--- src/include/bp_settings.svh ---
// Sizing macros for the tagged branch predictor table and its query buffer
`ifndef BP_SETTINGS_SVH
`define BP_SETTINGS_SVH

// Fetch and resolve address width
`define BP_PC_W 32

// Global history bits fed in from outside
`define BP_GHR_W 12

// Table index width for 64 entries
`define BP_IDX_W 6

// Partial tag stored per entry
`define BP_TAG_W 8

// Queries kept around for matching resolves
`define BP_BUF_DEPTH 8

`endif

--- src/bp_types_pkg.sv ---
// Vector types for the branch predictor and the fold used for index and tag hashing
`include "bp_settings.svh"

package bp_types_pkg;

    typedef logic [`BP_PC_W-1:0]  pc_t;
    typedef logic [`BP_GHR_W-1:0] ghr_t;
    typedef logic [`BP_IDX_W-1:0] pht_idx_t;
    typedef logic [`BP_TAG_W-1:0] pht_tag_t;

    // Direction counter whose top bit predicts taken
    typedef logic [2:0] ctr_t;

    // Weakly taken
    localparam ctr_t CTR_WEAK_TAKEN = 3'b100;

    // XOR of consecutive out_w wide slices starting at bit 0.
    // The top slice is zero padded, so narrower inputs are zero extended
    // before the call. Only the low out_w bits of the result are meaningful
    function automatic pc_t fold(input pc_t val, input int unsigned out_w);
        pc_t res;
        res = '0;
        for (int i = 0; i < `BP_PC_W; i++) begin
            res[i % out_w] = res[i % out_w] ^ val[i];
        end
        return res;
    endfunction

endpackage

--- src/bp_ctrl_pkg.sv ---
// Control encodings for the tagged predictor table
package bp_ctrl_pkg;

    // Table init sweep
    typedef enum logic {
        INIT_CLEAR,
        INIT_DONE
    } init_state_e;

endpackage

--- src/bp_if.sv ---
// Query and update bundles between the hasher, the in-flight buffer and the table

interface bp_query_if
    import bp_types_pkg::*;
();

    logic     query_valid;
    pc_t      query_pc;
    pht_idx_t query_idx;
    pht_tag_t query_tag;

    modport producer (
        output query_valid,
        output query_pc,
        output query_idx,
        output query_tag
    );

    // Table only needs the hashed fields
    modport lookup (
        input query_idx,
        input query_tag
    );

    modport capture (
        input query_valid,
        input query_pc,
        input query_idx,
        input query_tag
    );

endinterface

interface bp_update_if
    import bp_types_pkg::*;
();

    logic     upd_valid;
    pht_idx_t upd_idx;
    pht_tag_t upd_tag;
    logic     upd_taken;

    modport source (
        output upd_valid,
        output upd_idx,
        output upd_tag,
        output upd_taken
    );

    modport sink (
        input upd_valid,
        input upd_idx,
        input upd_tag,
        input upd_taken
    );

endinterface

--- src/bp_query_hash.sv ---
// Query hasher folding fetch PC and global history into table index and tag
`include "bp_settings.svh"

module bp_query_hash
    import bp_types_pkg::*;
(
    input  logic         query_valid_i,
    input  pc_t          query_pc_i,
    input  ghr_t         ghr_i,
    bp_query_if.producer qry
);

    pc_t ghr_fold;
    pc_t pc_fold;

    // History zero extended up to PC width before folding
    assign ghr_fold = fold(pc_t'(ghr_i), `BP_IDX_W);
    assign pc_fold  = fold(query_pc_i, `BP_TAG_W);

    assign qry.query_valid = query_valid_i;
    assign qry.query_pc    = query_pc_i;

    // PC bits 1:0 are always zero for aligned fetch and are skipped
    assign qry.query_idx = ghr_fold[`BP_IDX_W-1:0] ^ query_pc_i[`BP_IDX_W+1:2];

    assign qry.query_tag = pc_fold[`BP_TAG_W-1:0];

endmodule

--- src/bp_inflight_buffer.sv ---
// In-flight query buffer that pairs a resolving branch with the index and tag it used
`include "bp_settings.svh"

module bp_inflight_buffer
    import bp_types_pkg::*;
(
    input  logic        clk,
    input  logic        rst_n,
    bp_query_if.capture qry,
    input  logic        update_valid_i,
    input  pc_t         update_pc_i,
    input  logic        update_taken_i,
    bp_update_if.source upd
);

    localparam int DEPTH = `BP_BUF_DEPTH;

    logic [DEPTH-1:0] buf_valid;
    pc_t              buf_pc  [DEPTH];
    pht_idx_t         buf_idx [DEPTH];
    pht_tag_t         buf_tag [DEPTH];

    logic [DEPTH-1:0] pc_match;
    logic             hit;
    pht_idx_t         hit_idx;
    pht_tag_t         hit_tag;

    // Slot 0 is the youngest; an idle cycle pushes a blank slot
    always_ff @(posedge clk or negedge rst_n) begin
        if (!rst_n) begin
            buf_valid <= '0;
        end else begin
            buf_valid <= {buf_valid[DEPTH-2:0], qry.query_valid};
        end
    end

    always_ff @(posedge clk) begin
        buf_pc[0]  <= qry.query_pc;
        buf_idx[0] <= qry.query_idx;
        buf_tag[0] <= qry.query_tag;
        for (int i = 1; i < DEPTH; i++) begin
            buf_pc[i]  <= buf_pc[i-1];
            buf_idx[i] <= buf_idx[i-1];
            buf_tag[i] <= buf_tag[i-1];
        end
    end

    always_comb begin
        for (int i = 0; i < DEPTH; i++) begin
            pc_match[i] = buf_valid[i] && (buf_pc[i] == update_pc_i);
        end
    end

    // Scan oldest to youngest so the lowest matching slot wins
    always_comb begin
        hit     = 1'b0;
        hit_idx = '0;
        hit_tag = '0;
        for (int i = DEPTH - 1; i >= 0; i--) begin
            if (pc_match[i]) begin
                hit     = 1'b1;
                hit_idx = buf_idx[i];
                hit_tag = buf_tag[i];
            end
        end
    end

    // Resolves that miss the buffer are dropped here
    assign upd.upd_valid = update_valid_i && hit;
    assign upd.upd_idx   = hit_idx;
    assign upd.upd_tag   = hit_tag;
    assign upd.upd_taken = update_taken_i;

    a_upd_known: assert property (
        @(posedge clk) disable iff (!rst_n)
        upd.upd_valid |-> !$isunknown({upd.upd_idx, upd.upd_tag, upd.upd_taken})
    ) else $error("table update carries an unknown index, tag or direction");

endmodule

--- src/bp_tagged_table.sv ---
// Tagged counter table with same-cycle lookup, saturating update and init sweep
`include "bp_settings.svh"

module bp_tagged_table
    import bp_types_pkg::*;
    import bp_ctrl_pkg::*;
(
    input  logic       clk,
    input  logic       rst_n,
    bp_query_if.lookup qry,
    bp_update_if.sink  upd,
    output logic       taken_o,
    output logic       tag_hit_o,
    output logic       ready_o
);

    localparam int ENTRIES = 1 << `BP_IDX_W;

    ctr_t     ctr_mem [ENTRIES];
    pht_tag_t tag_mem [ENTRIES];

    init_state_e state;
    pht_idx_t    sweep_idx;

    logic upd_en;
    ctr_t upd_ctr;
    ctr_t upd_ctr_next;

    // Lookup sees contents as of the last edge
    assign taken_o   = ctr_mem[qry.query_idx][2];
    assign tag_hit_o = (tag_mem[qry.query_idx] == qry.query_tag);
    assign ready_o   = (state == INIT_DONE);

    // One entry cleared per cycle after reset
    always_ff @(posedge clk or negedge rst_n) begin
        if (!rst_n) begin
            state     <= INIT_CLEAR;
            sweep_idx <= '0;
        end else begin
            case (state)
                INIT_CLEAR: begin
                    sweep_idx <= pht_idx_t'(sweep_idx + 1'b1);
                    if (sweep_idx == pht_idx_t'(ENTRIES - 1)) begin
                        state <= INIT_DONE;
                    end
                end
                default: begin
                    state <= INIT_DONE;
                end
            endcase
        end
    end

    assign upd_en  = upd.upd_valid && ready_o;
    assign upd_ctr = ctr_mem[upd.upd_idx];

    // Saturate at 000 and 111
    always_comb begin
        upd_ctr_next = upd_ctr;
        if (upd.upd_taken) begin
            if (upd_ctr != 3'b111) begin
                upd_ctr_next = upd_ctr + 3'd1;
            end
        end else if (upd_ctr != 3'b000) begin
            upd_ctr_next = upd_ctr - 3'd1;
        end
    end

    always_ff @(posedge clk) begin
        if (state == INIT_CLEAR) begin
            ctr_mem[sweep_idx] <= CTR_WEAK_TAKEN;
            tag_mem[sweep_idx] <= '0;
        end else if (upd_en) begin
            ctr_mem[upd.upd_idx] <= upd_ctr_next;
            // On a tag miss the resolving branch takes over the entry
            if (tag_mem[upd.upd_idx] != upd.upd_tag) begin
                tag_mem[upd.upd_idx] <= upd.upd_tag;
            end
        end
    end

    a_ready_sticky: assert property (
        @(posedge clk) disable iff (!rst_n)
        ready_o |=> ready_o
    ) else $error("ready dropped after init sweep");

    // A counter at its bound pushed further stays there
    a_ctr_saturates: assert property (
        @(posedge clk) disable iff (!rst_n)
        upd_en && ((upd_ctr == 3'b111 && upd.upd_taken) ||
                   (upd_ctr == 3'b000 && !upd.upd_taken))
        |=> ctr_mem[$past(upd.upd_idx)] == $past(upd_ctr)
    ) else $error("direction counter wrapped past its bound");

endmodule

--- src/branch_predictor_top.sv ---
// Tagged branch predictor component with query hashing, in-flight buffer and table
module branch_predictor_top
    import bp_types_pkg::*;
(
    input  logic clk,
    input  logic rst_n,

    // Fetch query
    input  logic query_valid_i,
    input  pc_t  query_pc_i,
    input  ghr_t ghr_i,

    // Branch resolve
    input  logic update_valid_i,
    input  pc_t  update_pc_i,
    input  logic update_taken_i,

    output logic taken_o,
    output logic tag_hit_o,
    output logic ready_o
);

    bp_query_if  qry_if ();
    bp_update_if upd_if ();

    bp_query_hash i_query_hash (
        .query_valid_i (query_valid_i),
        .query_pc_i    (query_pc_i),
        .ghr_i         (ghr_i),
        .qry           (qry_if)
    );

    bp_inflight_buffer i_inflight_buffer (
        .clk            (clk),
        .rst_n          (rst_n),
        .qry            (qry_if),
        .update_valid_i (update_valid_i),
        .update_pc_i    (update_pc_i),
        .update_taken_i (update_taken_i),
        .upd            (upd_if)
    );

    bp_tagged_table i_tagged_table (
        .clk       (clk),
        .rst_n     (rst_n),
        .qry       (qry_if),
        .upd       (upd_if),
        .taken_o   (taken_o),
        .tag_hit_o (tag_hit_o),
        .ready_o   (ready_o)
    );

endmodule

--- config.mk ---
export PLATFORM = sky130hd
export DESIGN_NAME = branch_predictor_top
export DESIGN_NICKNAME = d
export VERILOG_FILES = /design/src/bp_types_pkg.sv /design/src/bp_ctrl_pkg.sv /design/src/bp_if.sv /design/src/bp_query_hash.sv /design/src/bp_inflight_buffer.sv /design/src/bp_tagged_table.sv /design/src/branch_predictor_top.sv
export VERILOG_INCLUDE_DIRS = /design/src /design/src/include
export SDC_FILE = /design/constraint.sdc
export NUM_CORES = 2
export LEC_CHECK = 0
export ABC_AREA = 1
export BUFFER_PORTS_ARGS = -buffer_cell sky130_fd_sc_hd__buf_2
export CAP_MARGIN = 40
export CORE_MARGIN = 2
export CORE_UTILIZATION = 40
export DETAILED_ROUTE_END_ITERATION = 8
export SLEW_MARGIN = 20
export SYNTH_ARGS = -nofsm -noshare
export SYNTH_HDL_FRONTEND = slang
export SYNTH_SLANG_ARGS = --single-unit
--- constraint.sdc ---
create_clock -name clk -period 18.5 [get_ports clk]
set_input_delay 2.775 -clock clk [delete_from_list [all_inputs] [get_ports clk]]
set_output_delay 2.775 -clock clk [all_outputs]
set_load 0.01 [all_outputs]
* Yosys cells after proc, flatten, opt, wreduce, memory -nomap -nowiden
Memory sizes are Yosys's and may differ from the RTL's.
Index checks and enable logic that the tools add are counted.
** Storage, ports and cells
- Output and inout bits :: 3
- Memory bits (writable) :: 1072
- Memories kept :: 5
- Bits of input ports :: 81
- Register bits after elaboration :: 15
** Memories
- i_tagged_table.tag_mem :: depth 64, width 8, read ports 2, clocked after memory_dff 0, wr ports 1, RTL line bp_tagged_table.sv:20 : pht_tag_t tag_mem [ENTRIES];
- i_inflight_buffer.buf_pc :: depth 8, width 32, read ports 8, clocked after memory_dff 0, wr ports 8, RTL line bp_inflight_buffer.sv:19 : pc_t buf_pc [DEPTH];
- i_tagged_table.ctr_mem :: depth 64, width 3, read ports 2, clocked after memory_dff 0, wr ports 1, RTL line bp_tagged_table.sv:19 : ctr_t ctr_mem [ENTRIES];
- i_inflight_buffer.buf_tag :: depth 8, width 8, read ports 8, clocked after memory_dff 0, wr ports 8, RTL line bp_inflight_buffer.sv:21 : pht_tag_t buf_tag [DEPTH];
- i_inflight_buffer.buf_idx :: depth 8, width 6, read ports 8, clocked after memory_dff 0, wr ports 8, RTL line bp_inflight_buffer.sv:20 : pht_idx_t buf_idx [DEPTH];
** Cells by class
- Multiplexer cells :: 43
- Reduce and logical (&&, ||, !) cells :: 13
- Bitwise operators :: 31
- Eq/ne operators :: 12
- $add $sub $neg :: 3
** Operators by type and width (number)
- 32-bit equality test :: 8
- 8-bit 2-to-1 mux :: 9
- 6-bit 2-to-1 mux :: 10
- 1-bit bitwise XOR :: 30
- 1-bit 2-to-1 mux :: 20
- 3-bit 2-to-1 mux :: 4
- 1-bit logical AND :: 10
- 8-bit equality test :: 1
- 8-bit inequality test :: 1
- 8-bit OR reduction :: 1
- 6-bit by 1-bit adder with 6-bit output, second input constant :: 1
- 6-bit equality test, second input constant :: 1
- 6-bit bitwise XOR :: 1
- 3-bit by 1-bit adder with 3-bit output, second input constant :: 1
- 3-bit inequality test, second input constant :: 1
- 3-bit nonzero test :: 1
- 3-bit OR reduction :: 1
- 3-bit by 1-bit subtractor with 3-bit output, second input constant :: 1

* Depth between registers and ports, before layout
An unclocked memory read counts as a cell.
- Depth after elaboration :: 19
- Mapped depth :: 42

* By module
From an unflattened synthesis, not the netlist that was laid out.
** Second synthesis, totals
- Cells, all modules :: 5261
- Area, all modules :: 48432.7 µm²
** By module, submodules not included
- bp_tagged_table :: area an instance 34750.8 µm², times used 1, cells an instance 3658
- bp_inflight_buffer :: area an instance 12723.5 µm², times used 1, cells an instance 1396
- bp_query_hash :: area an instance 958.4 µm², times used 1, cells an instance 207

* Least setup slack after synthesis
Ideal clock, no wire load.
- Kind :: in2reg
- Start point :: in update_pc_i[0]
- End point :: mem i_tagged_table.ctr_mem[0][0] (netlist bit), data pin
- Required time :: 17.952 ns
- Stages on the path :: 30
- Data arrival time :: 8.473 ns
- Setup time :: 0.548 ns
- Path buffers :: 8
- Path slack :: 9.478 ns
- Cells stage by stage :: buf_2 > inv_2 > buf_2 > or2_1 > nand2_1 > nor2_1 > nand4_1 > nor4_2 > nand4_2 > or2_0 > buf_2 > nand2_4 > buf_2 > buf_2 > buf_2 > buf_2 > buf_2 > nor2_1 > o22ai_1 > nand2_1 > a21oi_1 > nor3_1 > a211o_1 > nand2_1 > inv_1 > ha_1 > ha_1 > o21ai_0 > o21ai_0 > a21oi_1
** Between the ends
- Cells in the longest elaborated chain, start to end :: 17
** Ends and longest elaborated chain
- start, declared :: RTL line branch_predictor_top.sv:15 : input pc_t update_pc_i,
- parallel branches: the longest is 16 deep, another holds memory read 64 x 3 bit
- 3-bit 2-to-1 mux (no line) (*)
- end, declared :: RTL line bp_tagged_table.sv:19
Mark *: on every way between the ends.

* Worst setup path in the final report
- Start point :: in ghr_i[6]
- End point :: out tag_hit_o
** Between the ends
- Cells in the longest elaborated chain, start to end :: 4
** Ends and longest elaborated chain
- start, declared :: RTL line branch_predictor_top.sv:11 : input ghr_t ghr_i,
- 1-bit bitwise XOR :: RTL line bp_types_pkg.sv:24 : res[i % out_w] = res[i % out_w] ^ val[i];
- 6-bit bitwise XOR :: RTL line bp_query_hash.sv:24 : assign qry.query_idx = ghr_fold[`BP_IDX_W-1:0] ^ query_pc_i[`BP_IDX_W+1:2];
- memory read 64 x 8 bit
- 8-bit equality test :: RTL line bp_tagged_table.sv:31 : assign tag_hit_o = (tag_mem[qry.query_idx] == qry.query_tag);
- end, declared :: RTL line branch_predictor_top.sv:19 : output logic tag_hit_o,
Every way passes these cells.

==> results_tabular.tex <==
\begin{tabular}{lr}
\hline
Metric & Value \\
\hline
\multicolumn{2}{l}{\textbf{Status}} \\
\quad Status & completed \\
\multicolumn{2}{l}{\textbf{Clocking}} \\
\quad CTS H-tree depth & 3 \\
\quad Sink count of the clock tree & $\sim$1,100 \\
\quad CTS tree & done \\
\quad Worst-Skew Late Latency & 0.78 ns \\
\quad Root Buffer Master & sky130\_fd\_sc\_hd\_\_clkbuf\_16 \\
\quad Count of hold buffers inserted by post-cts repair & 0 \\
\quad Number of cells upsized or downsized after cts & 0 \\
\quad Maximum buffer depth of the clock tree & 3 \\
\quad Clock buffers created by TritonCTS & 115 \\
\quad Clock-pin slew reported for the worst setup and hold paths after clock tree synthesis & 0.06 ns \\
\quad Number of post-CTS setup repair buffers & 0 \\
\multicolumn{2}{l}{\textbf{Logic synthesis}} \\
\quad Netlist area before placement & around 51,000 sq um \\
\quad Leading post-synthesis cells by instance count & sky130\_fd\_sc\_hd\_\_nand2\_1, sky130\_fd\_sc\_hd\_\_nand3\_1, sky130\_fd\_sc\_hd\_\_edfxtp\_1 \\
\quad Net count of the mapped netlist & 5,742 \\
\quad Flip-flop and latch count after synthesis & 1,087 \\
\quad Sequential area share after synthesis & 0.5663 \\
\quad Synth Instances & 5,656 \\
\quad Portion of synthesized cell area occupied by the leading cell type & 0.4145 \\
\quad Cell type with the highest aggregate area in the netlist & sky130\_fd\_sc\_hd\_\_edfxtp\_1 \\
\quad Top area cells in the synthesized netlist & sky130\_fd\_sc\_hd\_\_edfxtp\_1, sky130\_fd\_sc\_hd\_\_dfxtp\_1, sky130\_fd\_sc\_hd\_\_nand2\_1, sky130\_fd\_sc\_hd\_\_nand3\_1, sky130\_fd\_sc\_hd\_\_nor2\_1 \\
\quad Number of distinct library cells after synthesis & 64 \\
\quad Most common cell in the synthesized netlist & sky130\_fd\_sc\_hd\_\_nand2\_1 \\
\quad Syn. warnings & 0 \\
\quad Most frequently used flop master after synthesis & sky130\_fd\_sc\_hd\_\_edfxtp\_1 \\
\quad Share of synthesized flip-flops with an asynchronous set or reset & 0.01380 \\
\quad Number of enable flip-flop cells after synthesis & 704 \\
\quad Mean cell area of the mapped netlist & 9.017 sq um \\
\multicolumn{2}{l}{\textbf{Critical path}} \\
\quad Critical Path End Type & output port \\
\quad Worst Path Arrival & 7.94 ns \\
\quad Type of element launching the critical path & input port \\
\quad Required time at the endpoint of the critical path & 15.73 ns \\
\quad Largest fanout of any net on the critical path & 106 \\
\quad Worst Setup Path Type & input port to output port \\
\multicolumn{2}{l}{\textbf{Detailed routing}} \\
\quad DRC violations left & 0 \\
\quad DRT iter0 DRCs & 6,176 \\
\quad Total routed wirelength & 190.3 mm \\
\quad Via count normalized by instance count & just under 6 \\
\quad Detailed-route wire length per cell & between 20 and 30 um \\
\quad Routed vias & 43,520 \\
\quad Count of TritonRoute iterations in the first routing pass & 7 \\
\quad Post-route antenna net violation count & 0 \\
\multicolumn{2}{l}{\textbf{STA}} \\
\quad Final slew viol count & 0 \\
\quad Min cycle time layout & 10.71 ns \\
\quad Measured slew at the worst slew-check pin & 1.217 ns \\
\quad Crit share post-route & 0.5790 \\
\quad Worst max-slew margin expressed relative to the limit & 0.1884 \\
\quad Final-report setup violation count & 0 \\
\quad Hold violation total from the final report & 0 \\
\quad Maximum clock frequency & 93.36 MHz \\
\quad Setup repair after global routing missed its margin & no \\
\quad Worst clock skew & around 0.053 ns \\
\quad Accumulated negative setup slack & 0 ns \\
\multicolumn{2}{l}{\textbf{Floorplan}} \\
\quad X dimension of the die & 361.1 um \\
\quad FP Rows & between 100 and 150 \\
\quad Die height & 361.1 um \\
\quad Starting utilization of the core area & 0.4015 \\
\quad Std-Cell Core Area & approximately 130,000 sq um \\
\quad I/O pin count & 84 \\
\quad Die Outline Area & 130,400 sq um \\
\multicolumn{2}{l}{\textbf{Finish}} \\
\quad Filler Cell Count & 12,060 \\
\quad Area overhead of the layout relative to synthesis & 11.81\% \\
\quad Final Cell Area & 57,030 sq um \\
\quad Final Util & 0.4489 \\
\quad Final Instance Count excl. Fillers & 7,378 \\
\quad Proportion of layout cells with a drive suffix above 1 & 0.09102 \\
\quad Final \#Nets & 5,701 \\
\multicolumn{2}{l}{\textbf{Placement}} \\
\quad Placed Cells & 7,141 \\
\quad Estimated wirelength of the detail-placed design & 128.3 mm \\
\quad Standard cell area after detailed placement & approximately 53,000 sq um \\
\quad Gp weighted congestion & 1.016 \\
\quad I/O Buffers & 83 \\
\multicolumn{2}{l}{\textbf{Global route}} \\
\quad Via count of the first global-routing pass & approximately 41,000 \\
\quad Gr ovfl total & 0 \\
\quad Initial antenna violation count & 10 \\
\quad Maximum number of pins on one net before global-route repair & 213 \\
\quad First-pass GRT wire length & 275.0 mm \\
\quad Gr usage total & 0.2840 \\
\multicolumn{2}{l}{\textbf{Power and ir drop}} \\
\quad Max VDD drop & 86.32 uV \\
\quad Total Power Consumption & $\sim$0.0056 W \\
\quad Clock share of power & 0.422 \\
\quad Power per unit of standard cell area & $\sim$98 nW/um\^{}2 \\
\quad Part of the total power dissipated in sequential elements & 0.478 \\
\quad Power Internal & roughly 0.0041 W \\
\quad Logic gate share of total power & 0.100 \\
\quad Switching power summed over all nets & about 0.0015 W \\
\quad Sw Ratio & 0.2662 \\
\quad Lkg Pwr & 22.28 nW \\
\multicolumn{2}{l}{\textbf{Flow run}} \\
\quad Max-cap violations & 0 \\
\multicolumn{2}{l}{\textbf{Hold path}} \\
\quad Hold Path Class & register to register \\
\hline
\end{tabular}
-- path summary, 6_finish.rpt --
| check | from | end | slack [ns] | cells after the start |
|---|---|---|---|---|
| min in group asynchronous | rst_n | i_inflight_buffer.buf_valid[2]$_DFF_PN0_ | 1.97 | 1 |
| worst max-delay path | ghr_i[6] | tag_hit_o | 7.79 | 17 |
| worst min register to register | i_inflight_buffer.buf_pc[0][49]$_DFF_P_ | i_inflight_buffer.buf_pc[0][81]$_DFF_P_ | 0.32 | 0 |
| worst min-delay path | i_inflight_buffer.buf_pc[0][49]$_DFF_P_ | i_inflight_buffer.buf_pc[0][81]$_DFF_P_ | 0.32 | 0 |
| worst max register to register | i_inflight_buffer.buf_pc[1][27]$_DFF_P_ | i_tagged_table.tag_mem[59][2]$_DFFE_PP_ | 9.92 | 32 |
| max in group asynchronous | rst_n | i_inflight_buffer.buf_valid[3]$_DFF_PN0_ | 16.18 | 1 |
-- sequential cells by signal (all words and copies together) (netlist names) --
| signal | cells |
|---|---|
| i_inflight_buffer.buf_valid | 8 |
| i_inflight_buffer.buf_pc | 256 |
| i_inflight_buffer.buf_tag | 64 |
| i_inflight_buffer.buf_idx | 48 |
| i_tagged_table.ready_o | 1 |
| i_tagged_table.sweep_idx | 6 |
| i_tagged_table.ctr_mem | 192 |
| i_tagged_table.tag_mem | 512 |
-- layout by cell type, fill, tap and decap left out, types with 19 or more instances in the layout --
| cell | Yosys | final |
|---|---|---|
| sky130_fd_sc_hd__nand2_1 | 1374 | 1371 |
| sky130_fd_sc_hd__nand3_1 | 885 | 884 |
| sky130_fd_sc_hd__edfxtp_1 | 704 | 704 |
| sky130_fd_sc_hd__nor2_1 | 391 | 383 |
| sky130_fd_sc_hd__dfxtp_1 | 368 | 368 |
| sky130_fd_sc_hd__inv_1 | 342 | 342 |
| sky130_fd_sc_hd__o21ai_0 | 242 | 241 |
| sky130_fd_sc_hd__a21oi_1 | 129 | 128 |
| sky130_fd_sc_hd__o211ai_1 | 117 | 117 |
| sky130_fd_sc_hd__clkbuf_16 | 0 | 117 |
| sky130_fd_sc_hd__nand4_1 | 94 | 94 |
| sky130_fd_sc_hd__buf_2 | 140 | 85 |
| sky130_fd_sc_hd__buf_4 | 12 | 74 |
| sky130_fd_sc_hd__o22ai_1 | 69 | 69 |
| sky130_fd_sc_hd__nand3b_1 | 67 | 67 |
| sky130_fd_sc_hd__xnor2_1 | 63 | 63 |
| sky130_fd_sc_hd__or2_2 | 54 | 54 |
| sky130_fd_sc_hd__xor2_1 | 52 | 49 |
| sky130_fd_sc_hd__a32o_1 | 48 | 48 |
| sky130_fd_sc_hd__nor3_1 | 41 | 41 |
| sky130_fd_sc_hd__inv_2 | 37 | 34 |
| sky130_fd_sc_hd__nor4_1 | 27 | 27 |
| sky130_fd_sc_hd__clkinv_2 | 0 | 26 |
| sky130_fd_sc_hd__clkinv_1 | 9 | 25 |
| sky130_fd_sc_hd__o221ai_1 | 21 | 21 |
| sky130_fd_sc_hd__o311ai_0 | 20 | 20 |
| sky130_fd_sc_hd__a211oi_1 | 19 | 19 |
-- layout make-up --
class | instances | area, sq um | area share
inverter | 389 | 1478 | 0.02591
tap | 1662 | 2079 | 0.03646
sequential | 1087 | 28880 | 0.5065
clock inverter | 77 | 808.3 | 0.01417
multi-input combinational | 3840 | 19310 | 0.3386
timing repair buffer | 182 | 1396 | 0.02449
clock buffer | 138 | 3068 | 0.05380
antenna | 3 | 7.507 | 0.0001316
-- metal layers --
layer | track usage | routed length [um]
met3 | 0.04362 | 17520
met2 | 0.4552 | 87040
met4 | 0.1493 | 11200
met1 | 0.3715 | 74550
met5 | 0 | 9
-- cells by family (layout without fill, tap and decap cells) --
logic type      after synthesis  count (layout)  share of synthesized area
compound gates              720             720                    0.08999
xor+xnor                    115             115                    0.01975
fa+ha+maj                     5               5                   0.001227
buf+inv                     729             786                    0.05846
flops                      1087            1087                     0.5663
other cells                   0               3                          0
simple gates               3000            3000                     0.2643
-- critical path: stages --
cell and delay, ns:
sky130_fd_sc_hd__buf_2 0.10, sky130_fd_sc_hd__xnor2_1 0.57, sky130_fd_sc_hd__or2_2 0.25, sky130_fd_sc_hd__nand2_4 0.15, sky130_fd_sc_hd__inv_8 0.51, sky130_fd_sc_hd__buf_4 0.80
sky130_fd_sc_hd__buf_4 0.55, sky130_fd_sc_hd__nand2_1 0.10, sky130_fd_sc_hd__a32o_1 0.24, sky130_fd_sc_hd__o211ai_1 0.55, sky130_fd_sc_hd__nand3_1 0.24, sky130_fd_sc_hd__nand3_1 0.13
sky130_fd_sc_hd__nand2_1 0.14, sky130_fd_sc_hd__xor2_1 0.17, sky130_fd_sc_hd__nand4_1 0.10, sky130_fd_sc_hd__nor4_1 0.19, sky130_fd_sc_hd__buf_2 0.28
-- per-stage QoR --
| stage | hold slack [ns] | setup slack, ns |
|---|---|---|
| floorplan | 0.3259 | 9.478 |
| global placement | 0.3284 | 6.850 |
| detailed placement | 0.3323 | 7.213 |
| CTS | 0.3256 | 7.436 |
| global route | 0.3311 | 7.435 |
| finish | 0.3165 | 7.789 |
-- power groups by stage --
stage / registers [W] / clock network, W / logic (W)
after detailed placement: 0.00273 / 0 / 0.000539
after floorplan: 0.00271 / 0 / 0.000325
final: 0.00268 / 0.00237 / 0.000561
after global routing: 0.00269 / 0.00248 / 0.000589
after CTS: 0.00268 / 0.00239 / 0.000541
after global placement: 0.00273 / 0 / 0.000533
Note: power is estimated with default switching activity, not from simulation.
